==> src/uart_rx_pkg.sv <==
package uart_rx_pkg;

    ////////////////////////////////////////////////////////////
    // widths and rates
    ////////////////////////////////////////////////////////////

    localparam int data_w = 8;   // data bits per frame
    localparam int div_w  = 15;  // bit period counter, must hold 10416

    typedef logic [2:0] baud_sel_t;

    // clocks per bit, indexed by baud_select
    localparam logic [div_w-1:0] baud_div [0:7] = '{
        15'd10416,  // 0, slowest
        15'd2604,
        15'd652,
        15'd326,
        15'd162,
        15'd82,
        15'd54,
        15'd28      // 7, fastest
    };

    // sample points, in quarters of a bit period
    localparam int stb_shift = 2;  // divide by four
    localparam int q1_num    = 1;
    localparam int mid_num   = 2;
    localparam int q3_num    = 3;

    ////////////////////////////////////////////////////////////
    // types
    ////////////////////////////////////////////////////////////

    // one received bit as seen by the sampler
    typedef struct packed {
        logic value;  // half point sample
        logic noisy;  // quarter samples disagree with it
    } bit_s;

    // frame FSM
    typedef enum logic [3:0] {
        idle,
        start_bit,
        data_bits,
        parity_bit,
        stop_bit,
        done
    } rx_state_e;

    // one result word toward the consumer, 11 bits
    typedef struct packed {
        logic [data_w-1:0] data;
        logic              ferror;   // line moved inside a bit, or stop low
        logic              perror;   // even parity mismatch
        logic              overrun;  // results lost before this one
    } rx_result_s;

endpackage

==> src/rx_bit_timer.sv <==
`timescale 1ns/1ps
module rx_bit_timer (
    input  logic                  clk,
    input  logic                  reset,
    input  uart_rx_pkg::baud_sel_t baud_select,
    input  logic                  timer_restart,
    output logic                  q1_stb,
    output logic                  mid_stb,
    output logic                  q3_stb,
    output logic                  bit_end
);
    import uart_rx_pkg::*;

    logic [div_w-1:0] div_q;    // clocks per bit, latched at frame start
    logic [div_w-1:0] cnt;      // position inside the current bit
    logic             run;      // set by the first restart
    logic [div_w-1:0] q1_pt;
    logic [div_w-1:0] mid_pt;
    logic [div_w-1:0] q3_pt;
    logic [div_w-1:0] last_pt;

    ////////////////////////////////////////////////////////////
    // bit period counter
    ////////////////////////////////////////////////////////////

    always_ff @(posedge clk or posedge reset) begin
        if (reset) begin
            div_q <= baud_div[0];
            cnt   <= '0;
            run   <= 1'b0;
        end else if (timer_restart) begin
            div_q <= baud_div[baud_select];  // rate change only lands here
            cnt   <= '0;                     // count 0 on the next clock
            run   <= 1'b1;
        end else if (run) begin
            if (cnt == last_pt)
                cnt <= '0;        // bits run back to back
            else
                cnt <= cnt + 1'b1;
        end
    end

    // strobe points from the latched divisor, integer division
    assign q1_pt   = div_w'((div_q * q1_num) >> stb_shift);
    assign mid_pt  = div_w'((div_q * mid_num) >> stb_shift);
    assign q3_pt   = div_w'((div_q * q3_num) >> stb_shift);
    assign last_pt = div_q - 1'b1;

    // one clock each per bit
    assign q1_stb  = run && (cnt == q1_pt);
    assign mid_stb = run && (cnt == mid_pt);
    assign q3_stb  = run && (cnt == q3_pt);
    assign bit_end = run && (cnt == last_pt);  // last clock of the bit

endmodule

==> src/rx_line_sampler.sv <==
`timescale 1ns/1ps
module rx_line_sampler (
    input  logic              clk,
    input  logic              reset,
    input  logic              rxd,
    input  logic              q1_stb,
    input  logic              mid_stb,
    input  logic              q3_stb,
    input  logic              bit_end,
    output logic              start_edge,
    output uart_rx_pkg::bit_s rx_bit
);

    logic [1:0] sync_q;   // 2-flop synchroniser, [1] is the clean line
    logic       line;
    logic       line_d;   // line one clock back, for edge detect
    logic       q1_s;     // quarter point sample
    logic       mid_s;    // half point sample, the bit value
    logic       q3_s;     // three quarter sample

    assign line = sync_q[1];

    always_ff @(posedge clk or posedge reset) begin
        if (reset) begin
            sync_q <= 2'b11;  // idle line is high
            line_d <= 1'b1;
        end else begin
            sync_q <= {sync_q[0], rxd};
            line_d <= line;
        end
    end

    assign start_edge = line_d & ~line;  // falling edge of synced line

    ////////////////////////////////////////////////////////////
    // three samples per bit
    ////////////////////////////////////////////////////////////

    always_ff @(posedge clk or posedge reset) begin
        if (reset) begin
            q1_s  <= 1'b1;
            mid_s <= 1'b1;
            q3_s  <= 1'b1;
        end else if (q1_stb || mid_stb || q3_stb) begin
            if (q1_stb)  q1_s  <= line;
            if (mid_stb) mid_s <= line;  // start check reads this next clock
            if (q3_stb)  q3_s  <= line;
        end else if (bit_end) begin
            // re-arm at the idle level once the bit has been taken
            q1_s  <= 1'b1;
            mid_s <= 1'b1;
            q3_s  <= 1'b1;
        end
    end

    // valid while bit_end is high, all three taken by then
    assign rx_bit.value = mid_s;
    assign rx_bit.noisy = (q1_s != mid_s) || (q3_s != mid_s);

endmodule

==> src/rx_frame_ctrl.sv <==
`timescale 1ns/1ps
module rx_frame_ctrl (
    input  logic                    clk,
    input  logic                    reset,
    input  logic                    rx_en,
    input  logic                    start_edge,
    input  logic                    mid_stb,
    input  logic                    bit_end,
    input  uart_rx_pkg::bit_s       rx_bit,
    output logic                    timer_restart,
    output logic                    frame_done,
    output uart_rx_pkg::rx_result_s frame
);
    import uart_rx_pkg::*;

    rx_state_e         state;
    logic [2:0]        bit_idx;   // data bit position, LSB first
    logic [data_w-1:0] data;      // shift register, payload
    logic              ferror;
    logic              perror;
    logic              mid_chk;   // clock after mid_stb in start_bit

    // restart the bit timer on the same clock the FSM leaves idle
    assign timer_restart = rx_en && (state == idle) && start_edge;
    assign frame_done    = (state == done);  // one clock, then idle

    assign frame.data    = data;
    assign frame.ferror  = ferror;
    assign frame.perror  = perror;
    assign frame.overrun = 1'b0;  // filled in by the result port

    ////////////////////////////////////////////////////////////
    // frame FSM
    ////////////////////////////////////////////////////////////

    always_ff @(posedge clk or posedge reset) begin
        if (reset) begin
            state   <= idle;
            bit_idx <= '0;
            ferror  <= 1'b0;
            perror  <= 1'b0;
            mid_chk <= 1'b0;
        end else if (!rx_en) begin
            state   <= idle;  // frame in progress is dropped
            mid_chk <= 1'b0;
        end else begin
            mid_chk <= mid_stb && (state == start_bit);
            case (state)
                idle: begin
                    if (start_edge) begin
                        state   <= start_bit;
                        bit_idx <= '0;
                        ferror  <= 1'b0;
                        perror  <= 1'b0;
                    end
                end
                start_bit: begin
                    if (mid_chk && rx_bit.value) begin
                        state <= idle;  // line back high at mid, false start
                    end else if (bit_end) begin
                        ferror <= ferror | rx_bit.noisy;
                        state  <= data_bits;
                    end
                end
                data_bits: begin
                    if (bit_end) begin
                        ferror  <= ferror | rx_bit.noisy;
                        bit_idx <= bit_idx + 1'b1;
                        if (bit_idx == 3'(data_w - 1))
                            state <= parity_bit;
                    end
                end
                parity_bit: begin
                    if (bit_end) begin
                        perror <= rx_bit.value != (^data);  // even parity
                        ferror <= ferror | rx_bit.noisy;
                        state  <= stop_bit;
                    end
                end
                stop_bit: begin
                    if (bit_end) begin
                        ferror <= ferror | rx_bit.noisy | ~rx_bit.value;  // stop low
                        state  <= done;
                    end
                end
                done:    state <= idle;
                default: state <= idle;
            endcase
        end
    end

    // data shifts in from the top, so bit 0 ends up in data[0]
    always_ff @(posedge clk) begin
        if (rx_en && (state == data_bits) && bit_end)
            data <= {rx_bit.value, data[data_w-1:1]};
    end

endmodule

==> src/rx_result_port.sv <==
`timescale 1ns/1ps
module rx_result_port (
    input  logic                    clk,
    input  logic                    reset,
    input  logic                    frame_done,
    input  uart_rx_pkg::rx_result_s frame,
    input  logic                    result_ack,
    output logic                    result_req,
    output uart_rx_pkg::rx_result_s result
);

    // four-phase handshake
    typedef enum logic [1:0] {
        idle,          // req low, ack low, free
        req_high,      // waiting for ack
        wait_ack_low   // req dropped, waiting for ack to fall
    } port_state_e;

    port_state_e state;
    logic        ovr_mark;  // a frame was dropped since the last accept
    logic        accept;

    assign accept     = frame_done && (state == idle) && !result_ack;
    assign result_req = (state == req_high);

    always_ff @(posedge clk or posedge reset) begin
        if (reset) begin
            state    <= idle;
            ovr_mark <= 1'b0;
        end else begin
            if (accept)
                ovr_mark <= 1'b0;          // carried by this result
            else if (frame_done)
                ovr_mark <= 1'b1;          // port busy, frame lost
            case (state)
                idle:         if (accept)      state <= req_high;
                req_high:     if (result_ack)  state <= wait_ack_low;
                wait_ack_low: if (!result_ack) state <= idle;
                default:      state <= idle;
            endcase
        end
    end

    // result held from accept until the port is idle again
    always_ff @(posedge clk) begin
        if (accept) begin
            result         <= frame;
            result.overrun <= ovr_mark;  // overrides the zero from the FSM
        end
    end

endmodule

==> src/uart_rx_top.sv <==
`timescale 1ns/1ps
module uart_rx_top (
    input  logic                    clk,
    input  logic                    reset,
    input  logic                    rxd,
    input  logic                    rx_en,
    input  uart_rx_pkg::baud_sel_t  baud_select,
    input  logic                    result_ack,
    output logic                    result_req,
    output uart_rx_pkg::rx_result_s result
);
    import uart_rx_pkg::*;

    logic       timer_restart;
    logic       q1_stb;
    logic       mid_stb;
    logic       q3_stb;
    logic       bit_end;
    logic       start_edge;
    bit_s       rx_bit;      // value and noise flag of the current bit
    logic       frame_done;
    rx_result_s frame;       // overrun always zero here

    ////////////////////////////////////////////////////////////
    // timing, line, frame, result
    ////////////////////////////////////////////////////////////

    rx_bit_timer u_timer (
        .clk(clk), .reset(reset), .baud_select(baud_select),
        .timer_restart(timer_restart),
        .q1_stb(q1_stb), .mid_stb(mid_stb), .q3_stb(q3_stb), .bit_end(bit_end)
    );

    rx_line_sampler u_sampler (
        .clk(clk), .reset(reset), .rxd(rxd),
        .q1_stb(q1_stb), .mid_stb(mid_stb), .q3_stb(q3_stb), .bit_end(bit_end),
        .start_edge(start_edge), .rx_bit(rx_bit)
    );

    rx_frame_ctrl u_frame (
        .clk(clk), .reset(reset), .rx_en(rx_en), .start_edge(start_edge),
        .mid_stb(mid_stb), .bit_end(bit_end), .rx_bit(rx_bit),
        .timer_restart(timer_restart), .frame_done(frame_done), .frame(frame)
    );

    rx_result_port u_port (
        .clk(clk), .reset(reset), .frame_done(frame_done), .frame(frame),
        .result_ack(result_ack), .result_req(result_req), .result(result)
    );

endmodule

==> config.mk <==
export PLATFORM = sky130hd
export DESIGN_NAME = uart_rx_top
export DESIGN_NICKNAME = d
export VERILOG_FILES = /design/src/uart_rx_pkg.sv /design/src/rx_bit_timer.sv /design/src/rx_line_sampler.sv /design/src/rx_frame_ctrl.sv /design/src/rx_result_port.sv /design/src/uart_rx_top.sv
export SDC_FILE = /design/constraint.sdc
export NUM_CORES = 1
export LEC_CHECK = 0
export BUFFER_PORTS_ARGS = -buffer_cell sky130_fd_sc_hd__buf_2
export CORE_ASPECT_RATIO = 1.2
export CORE_MARGIN = 3
export CORE_UTILIZATION = 45
export CTS_CLUSTER_DIAMETER = 100
export DETAILED_ROUTE_END_ITERATION = 6
export SLEW_MARGIN = 20
export SYNTH_ARGS = -nofsm -noshare
export SYNTH_HDL_FRONTEND = slang
export SYNTH_SLANG_ARGS = --single-unit
export TNS_END_PERCENT = 30
==> constraint.sdc <==
create_clock -name clk -period 3.09 [get_ports clk]
set_clock_uncertainty 0.05 [all_clocks]
set_input_delay 0.927 -clock clk [delete_from_list [all_inputs] [get_ports clk]]
set_output_delay 0.927 -clock clk [all_outputs]
set_load 0.05 [all_outputs]
# Word-level counts from Yosys, hierarchy flattened
# Memory sizes are Yosys's and may differ from the RTL's. A register that Yosys moved wholly into a read port is not among the register bits.
# Cells that the tools add are included.
[totals]
rom_bits = 120
in_bits = 8
regBits = 54
wordCells = 132
n_memories = 1
[classes]
n_addsub = 3
n_eq_ne = 32
n_mul = 1
mux = 36
reduce_logical = 34
n_bitwise = 6
[memory_table]
columns = ["memory", "depth", "word_bits", "read_ports", "rd_clocked_by_memory_dff", "wr", "line", "text"]
rows = [
  ["(no name shown)", 8, 15, 1, 1, 0, "rx_bit_timer.sv:32", "div_q <= baud_div[baud_select];"],
]
[op_table]
columns = ["op", "count"]
rows = [
  ["$mux 15", 3],
  ["$mux 4", 8],
  ["$eq 15x15->1", 2],
  ["$pmux 4 s5", 1],
  ["$mul 15x2->17 const B", 1],
  ["$ne 2x1->1 const B", 8],
  ["$add 15x1->15 const B", 1],
  ["$eq 15x13->1", 1],
  ["$eq 15x14->1", 1],
  ["$mux 1", 15],
  ["$ne 3x2->1 const B", 5],
  ["$sub 15x1->15 const B", 1],
  ["$logic_and 1x1->1", 12],
  ["$reduce_bool 2->1", 5],
  ["$eq 4x2->1 const B", 2],
  ["$eq 4x3->1 const B", 2],
  ["$reduce_and 4->1", 2],
  ["$reduce_xor 8->1", 1],
  ["$mux 2", 3],
  ["$mux 3", 2],
  ["$ne 2x2->1 const B", 3],
  ["$pmux 2 s3", 1],
  ["$pmux 3 s2", 1],
  ["$reduce_and 2->1", 3],
  ["other kinds (22)", 28],
]

# Depth between registers and ports, before layout
# Gate-level depths: netlist of the first run.
[depth]
word_depth = 7
mapped_depth = 11

# By module
# A second synthesis of the first run with hierarchy kept.
[hier_totals]
hier_cells = 453
hier_area_um2 = 4401.7
[modules_own_cells]
columns = ["module", "area_per_inst_um2", "n_inst", "seq_area_each_um2", "cells_per_inst"]
rows = [
  ["rx_bit_timer", 2750.1, 1, 681.9, 332],
  ["rx_frame_ctrl", 945.9, 1, 465.4, 79],
  ["rx_result_port", 460.4, 1, 405.4, 23],
  ["rx_line_sampler", 245.2, 1, 157.7, 19],
]

# Least setup slack after synthesis of the first run
# Ideal clock, no wire load.
[synth_path]
path_type = "register to register"
startpoint = "reg u_timer.div_q[5]"
endpoint = "reg u_sampler.q3_s"
t_required_ns = 2.965
arrival_time_ns = 2.848
path_stages_with_launch = 11
setup_slack_ns = 0.117
path_cell_list = "dfstp_2 -> clkbuf_1 -> inv_1 -> ha_1 -> a21o_1 -> a221oi_1 -> o21ai_0 -> a41oi_1 -> nor2_1 -> nor4_1 -> mux2i_1"
[synth_via]
elab_chain_cells = 6
word_cells_on_any_way = 16
[synth_lines]
columns = ["element", "line", "text"]
rows = [
  ["from (decl)", "rx_bit_timer.sv:14", "logic [div_w-1:0] div_q;"],
  ["$mul 15x2->17, or another cell as far along", "rx_bit_timer.sv:46", "assign q3_pt = div_w'((div_q * q3_num) >> stb_shift);"],
  ["$eq 15x15->1, or another cell as far along", "rx_bit_timer.sv:52", "assign q3_stb = run && (cnt == q3_pt);"],
  ["$logic_and 1x1->1 / $logic_or 1x1->1 (equally long branches)", "rx_bit_timer.sv:52, rx_line_sampler.sv:44", ""],
  ["$logic_or 1x1->1", "rx_line_sampler.sv:44", "end else if (q1_stb || mid_stb || q3_stb) begin"],
  ["$ne 2x1->1 (no line) / $reduce_bool 2->1 (equally long branches)", "-", ""],
  ["$reduce_and 2->1 (no line)", "-", ""],
  ["to (signal assigned)", "rx_line_sampler.sv:47", "if (q3_stb) q3_s <= line;"],
  ["to (decl)", "rx_line_sampler.sv:19", "logic q3_s;"],
]
# Several ways; a longest one is shown, not always the timed one.
# A chain may end at the register's enable or synchronous reset.

# Worst setup path in the final report of the first run
[layout_path]
startpoint = "reg u_timer.div_q[4]"
endpoint = "reg u_timer.cnt[3]"
[layout_via]
elab_chain_cells = 5
[layout_lines]
columns = ["element", "line", "text"]
rows = [
  ["$sub 15x1->15", "rx_bit_timer.sv:47", "assign last_pt = div_q - 1'b1;"],
  ["$eq 15x15->1", "rx_bit_timer.sv:36", "if (cnt == last_pt)"],
  ["$mux 15", "rx_bit_timer.sv:36", ""],
  ["$mux 15", "rx_bit_timer.sv:35", "end else if (run) begin"],
  ["$mux 15", "rx_bit_timer.sv:31", "end else if (timer_restart) begin"],
  ["to (signal assigned)", "rx_bit_timer.sv:39", "cnt <= cnt + 1'b1;"],
  ["to (decl)", "rx_bit_timer.sv:15", "logic [div_w-1:0] cnt;"],
]
# Every way passes these cells. The select of a mux whose other input is x is not followed.

==> key figures, run 1 <==
Global routing
  – First-pass GRT wire length: 17800 um
  – Global route overflow: 0
  – Vias in the first global route: 3542
  – Largest net degree at the start of global routing: 24
  – Overall Global Routing Usage: 0.200
  – Initial antenna violation count: 0

Route
  – ANT nets after route: 0
  – DR DRC count: 0
  – Via density: 5.60
  – Post-Route WL: 10600 um
  – DR iter-0 viols: 213
  – Vias: 3525
  – WL/cell: 16.8 um
  – 1st-pass router iterations: 4

Final layout
  – Ant. Diodes: 0
  – Fin nets: 535
  – Final instance area: 5150 um^2
  – Core Util, Final: 0.538
  – Final std cells w/o fill: 629
  – Share of cells above drive strength 1: 0.184
  – Layout area overhead: 15.9%

Worst setup path
  – Data arrival, critical path: 3130 ps
  – Worst-path fanout max: 7
  – Worst Setup End Kind: register
  – FF-to-FF path depth: 10
  – Reg2Reg Launch Point: u_timer.div_q[4]
  – Crit start category: register
  – Worst Path Required: 3250 ps
  – Flop-to-flop setup slack: 130 ps
  – WS Path Type: register to register
  – R2R Path End: u_timer.cnt[3]

Die
  – Initial core utilization: 0.464
  – Rows: 39
  – Core area: 9560 um^2
  – Io pins: 20
  – Die H: 115 um
  – Full die area: 11100 um^2
  – Die X: 96.7 um

Power
  – Pwr dens: 645 nW/um^2
  – Leak Pwr: 2.19 nW
  – Max VDD drop: 0.347 mV

Hold path
  – Hold Startpoint: u_sampler.sync_q[0]
  – Hold Path Depth: 0
  – Tightest Hold Check Type: register to register
  – Hold path endpoint: u_sampler.sync_q[1]

Clock tree
  – Clk_lat worst skew: 320 ps
  – CTS tree: built
  – CTS sink cnt: 64
  – Clock slew at reported path FFs: 50 ps
  – Clock Path Buffers: 2
  – Num CTS Buffers: 9
  – Hold Buf Count CTS: 0
  – Clock root cell: clkbuf_16
  – H-tree Lvls: 3

Synth
  – Post-synthesis sequential area ratio: 0.385
  – Main area contributors after synthesis: dfrtp_1 (19%), edfxtp_1 (13%), xnor2_1 (7.5%), ha_1 (7.0%), dfstp_2 (6.5%)
  – Area share of the largest cell type after synthesis: 0.192
  – Post-Syn Nets: 509
  – Yosys warns: 0
  – Syn Inst Count: 475
  – Cell Area, Synth: 4440 um^2
  – Yosys top cell by area: dfrtp_1
  – Distinct cells, synth: 60
  – Number of synthesized register bits: 64
  – Post-synth ARST share: 0.703
  – Mean Syn Cell Area: 9.35 um^2
  – Top_reg_cell synth: dfrtp_1
  – Post-synth EDFFs: 19

Place
  – DPL Wire Length: 8110 um
  – Post-DP Area: 4730 um^2
  – Inst Count DP: 608
  – Routability cong.: 0.921
  – Port Buf Inserts: 19

Timing
  – Max-slew violations: 0
  – Endpoints failing setup: 0
  – Worst-Margin Slew: 548 ps
  – Fmax achieved: 338 MHz
  – Rel. slew slack: 0.632
  – Period utilisation layout: 0.959
  – Hold Worst Slack: 305 ps
  – Final Hold Fails: 0
  – Setup TNS: 0 ps
  – Tmin final: 2960 ps

Run
  – Number of max-cap violations: 0

Run status
  – Status: finished, final reports clean
-- worst max-delay path by stage --
stage,startpoint,end,slack (ps)
detailed placement,u_timer.div_q[5],u_sampler.q3_s,40
finish,u_timer.div_q[4],u_timer.cnt[3],130
global route,u_timer.div_q[4],u_frame.perror,-5
floorplan,u_timer.div_q[5],u_sampler.q3_s,120
CTS,u_timer.div_q[5],u_sampler.q3_s,20
global placement,u_timer.div_q[1],u_timer.cnt[4],140
-- cell families (layout without fill, tap and decap cells) --
logic type / Yosys count / after routing / synth area share
buffers and inverters: 53 / 83 / 0.0499
adder cells (fa/ha/maj): 26 / 26 / 0.0749
flip-flops: 64 / 64 / 0.385
AND/OR/NAND/NOR: 166 / 167 / 0.201
AO/OA/AOI/OAI: 104 / 104 / 0.160
multiplexers: 9 / 9 / 0.0239
XOR/XNOR: 53 / 53 / 0.105
-- Yosys cell counts, types with 5 or more instances --
library cell	instances
o21ai_0	22
o31ai_1	7
mux2i_1	5
a21oi_1	25
a21boi_0	5
and3_1	10
clkbuf_1	20
a211oi_1	6
inv_1	19
dfstp_2	11
ha_1	25
nand2_1	36
nor2b_1	9
xnor2_1	38
nor2_1	24
xor2_1	15
a21o_1	9
nand2b_1	10
nand3_1	20
nor3_1	15
nand4_1	11
dfrtp_1	34
edfxtp_1	19
buf_2	12
-- state kept, by name, indices dropped and copies added, names as in the netlist, 2 cells and up --
| name | cells |
|---|---|
| u_timer.cnt | 15 |
| u_port.result | 11 |
| u_timer.div_q | 11 |
| u_frame.data | 8 |
| u_frame.bit_idx | 3 |
| u_frame.state | 3 |
| u_port.state | 2 |
| u_sampler.sync_q | 2 |
-- routing by layer --
metal | global-route usage | part of all wire | vias up
li1 | - | - | 1764
met1 | 0.231 | 0.42 | 1676
met2 | 0.355 | 0.53 | 66
met3 | 0.0400 | 0.030 | 19
met4 | 0.0964 | 0.021 | 0
met5 | 0 | 0 | -
-- report_power, final --
part,switching [W],total (W),internal [W]
sequential,0.000148,0.00112,0.000973
clock,0.000361,0.00123,0.000868
combinational,0.000504,0.000971,0.000466
total,0.00101,0.00332,0.00231
-- cell usage in the layout (no fill, tap or decap), types with 4 or more instances in the layout --
cell type and n:
o21a_1 4, xnor2_1 38, buf_4 28, nand4b_1 4, or3_1 4, a21oi_1 25, o31ai_1 7, nand4_1 11
dfrtp_1 34, bufinv_16 4, nand2_1 36, nor2_1 24, dfstp_2 11, ha_1 24, a21boi_0 5, inv_1 18
a211oi_1 6, mux2i_1 5, nor3_1 15, a21o_1 9, and3_1 9, o21ai_0 22, xor2_1 15, buf_2 19
edfxtp_1 19, nand2b_1 9, nand3_1 20, clkbuf_16 9, a22o_1 4, nor2b_1 9
-- layout make-up --
| type | instances | area [um^2] |
|---|---|---|
| Fill cell | 883 | 4410 |
| Clock inverter | 6 | 133 |
| Timing Repair Buffer | 47 | 305 |
| Multi-Input combinational cell | 359 | 2540 |
| Clock buffer | 10 | 229 |
| Inverter | 20 | 75.1 |
| Sequential cell | 64 | 1710 |
| Tap cell | 123 | 154 |
-- worst max-delay path: stages, from the launching register on --
cell	delay, ps
dfstp_2	610
inv_1	80
ha_1	230
nand4b_1	180
o21ai_0	140
a2111o_1	430
a2111oi_4	500
and2_4	280
buf_4	120
o31ai_1	50
a21o_1	190
-- repair_timing --
action,CTS,global route
setup buffers,0,4
gates resized for setup,0,5
setup endpoints to repair,0,17
-- through the flow --
stage / setup slack (ps) / total power [W]
3_5_place_dp: 37.4 / 0.00209
5_1_grt: -4.54 / 0.00351
3_3_place_gp: 141 / 0.00208
6_report: 128 / 0.00332
4_1_cts: 23.0 / 0.00333
2_1_floorplan: 117 / 0.00185
Power figures use the tool's default switching activity.
==> inputs of run 2 (changes only) <==
--- a/config.mk
+++ b/config.mk
@@ -8,9 +8,10 @@
 export BUFFER_PORTS_ARGS = -buffer_cell sky130_fd_sc_hd__buf_2
 export CORE_ASPECT_RATIO = 1.2
 export CORE_MARGIN = 3
-export CORE_UTILIZATION = 45
+export CORE_UTILIZATION = 55
 export CTS_CLUSTER_DIAMETER = 100
 export DETAILED_ROUTE_END_ITERATION = 6
+export PLACE_DENSITY = 0.75
 export SLEW_MARGIN = 20
 export SYNTH_ARGS = -nofsm -noshare
 export SYNTH_HDL_FRONTEND = slang
==> run 2 against run 1 <==
Die area shrank 17%. Via count grew 2.4%. Worst hold slack gained 5.6 ps. Sequential power is essentially flat. Critical path depth is the same. Utilization grew 10 points. Maximum frequency shrank 0.36%. Flip-flop and latch count is the same. Final cell count shrank 5.4%. Highest routed layer unchanged.
==> key figures, run 2 (same netlist as run 1, synthesis figures left out) <==
Run status
  – Status: finished, final reports clean

Worst setup path
  – Worst-path fanout max: 7
  – Crit-path cells: inv_1, ha_1, nand4b_1, o21ai_0, a2111o_1, a2111oi_4, and2_4, buf_4, o31ai_1, a22o_1
  – WS Path Type: register to register
  – Worst Setup End Kind: register
  – Worst Path Required: 3290 ps
  – Slowest stage cell, crit path: dfstp_2
  – Max stage delay on crit path: 630 ps
  – Data arrival, critical path: 3170 ps
  – Crit start category: register

Place
  – DPL Wire Length: 7530 um
  – Port Buf Inserts: 19
  – Post-place setup slack: 147 ps
  – Routability cong.: 0.937

Final layout
  – Top reg by flops: u_timer.cnt
  – Layout area overhead: 11.5%
  – Top flop regs: u_timer.cnt: 15 flops, u_port.result: 11 flops, u_timer.div_q: 11 flops
  – Max reg flops: 15
  – Share of cells above drive strength 1: 0.175
  – Commonest cells after routing, fill and taps aside: xnor2_1 (38), nand2_1 (36), dfrtp_1 (34)
  – Most common cell after layout, fill and taps aside: xnor2_1
  – Core Util, Final: 0.639
  – Ant. Diodes: 0
  – Fin nets: 532

Clock tree
  – H-tree Lvls: 3
  – Clock Path Buffers: 2
  – CTS sink cnt: 64
  – Clk_lat worst skew: 350 ps
  – Hold Buf Count CTS: 0
  – Clock root cell: clkbuf_8
  – Num CTS Buffers: 9
  – Clock slew at reported path FFs: 80 ps
  – CTS tree: built

Timing
  – Tmin final: 2970 ps
  – Final Hold Fails: 0
  – RSZ-0062 raised after global routing: no
  – Worst-Margin Slew: 839 ps
  – Setup ws final: 117 ps
  – Endpoints failing setup: 0
  – Setup TNS: 0 ps
  – Max-slew violations: 0
  – Fmax achieved: 336 MHz
  – Period utilisation layout: 0.962
  – Rel. slew slack: 0.440

Route
  – DR iter-0 viols: 338
  – DR DRC count: 0
  – Via density: 6.07
  – WL/cell: 16.9 um
  – ANT nets after route: 0
  – Post-Route WL: 10100 um
  – 1st-pass router iterations: 6
  – Vias: 3611

Die
  – Full die area: 9190 um^2
  – Die X: 88.0 um
  – Die H: 104 um
  – Core area: 7750 um^2
  – Io pins: 20
  – Rows: 35
  – Initial core utilization: 0.573

Global routing
  – Largest net degree at the start of global routing: 41
  – Global route overflow: 0
  – Initial antenna violation count: 0
  – Overall Global Routing Usage: 0.231
  – Vias in the first global route: 3498
  – First-pass GRT wire length: 16600 um

Run
  – Number of max-cap violations: 0

Power
  – Leak Pwr: 2.12 nW
  – Max VDD drop: 0.296 mV
  – Pwr dens: 588 nW/um^2

Hold path
  – Tightest Hold Check Type: register to register
run 2: cell types whose count changed in the layout (fill, tap and decap cells not counted), moves of 2 or more:
cell,delta
clkbuf_16,-9
clkbuf_8,+9
buf_4,-3
inv_6,+3
bufinv_16,-2
run 2: power by group:
| part | internal [W] | total, W | switching [W] |
|---|---|---|---|
| combinational | 0.000470 | 0.000983 | 0.000513 |
| sequential | 0.000971 | 0.00111 | 0.000138 |
| clock | 0.000462 | 0.000821 | 0.000359 |
run 2: repair_timing:
| action | in CTS | in global routing |
|---|---|---|
| setup endpoints to repair | 0 | 5 |
| resized for setup | 0 | 1 |
| setup buffers | 0 | 3 |
run 2: critical path, delay by kind of cell, from the launching register on:
| kind | cells | cell delay (ps) |
|---|---|---|
| simple gates | 2 | 460 |
| flops | 1 | 630 |
| compound gates | 5 | 1280 |
| fa+ha+maj | 1 | 200 |
| buf+inv | 2 | 230 |
run 2: metal layers:
layer  vias to the layer above  routed length (um)  global-route usage  part of all wire
met4                         0                 291              0.0918             0.029
met5                         -                   0                   0                 0
met2                       134                5170               0.399              0.51
li1                       1748                   -                   -                 -
met3                        26                 551              0.0444             0.055
met1                      1703                4070               0.277              0.40
run 2: path summary, 6_finish.rpt:
path,slack [ps],to,startpoint,cells past startpoint
min in group asynchronous,690,u_timer.cnt[10],reset,2
max,120,u_timer.cnt[13],u_timer.div_q[7],10
min,310,u_sampler.sync_q[1],u_sampler.sync_q[0],0
max reg2reg,120,u_timer.cnt[13],u_timer.div_q[7],10
min reg2reg,310,u_sampler.sync_q[1],u_sampler.sync_q[0],0
max in group asynchronous,1610,u_sampler.mid_s,reset,3
run 2: final cells by class:
class | count | area (um^2)
fill | 656 | 2800
timing repair buffer | 45 | 303
multi-input combinational | 358 | 2520
clock inverter | 7 | 100
clock buffer | 9 | 124
inverter | 20 | 75.1
tap | 92 | 115
sequential | 64 | 1710
run 2: through the flow:
step	total power [W]	instances	hold slack, ps	instance area [um^2]
finish	0.00291	595	311	4950
global route	0.00309	595	313	4950
CTS	0.00291	592	312	4910
floorplan	0.00185	475	295	4440
global placement	0.00207	576	299	4680
detailed placement	0.00208	576	297	4680
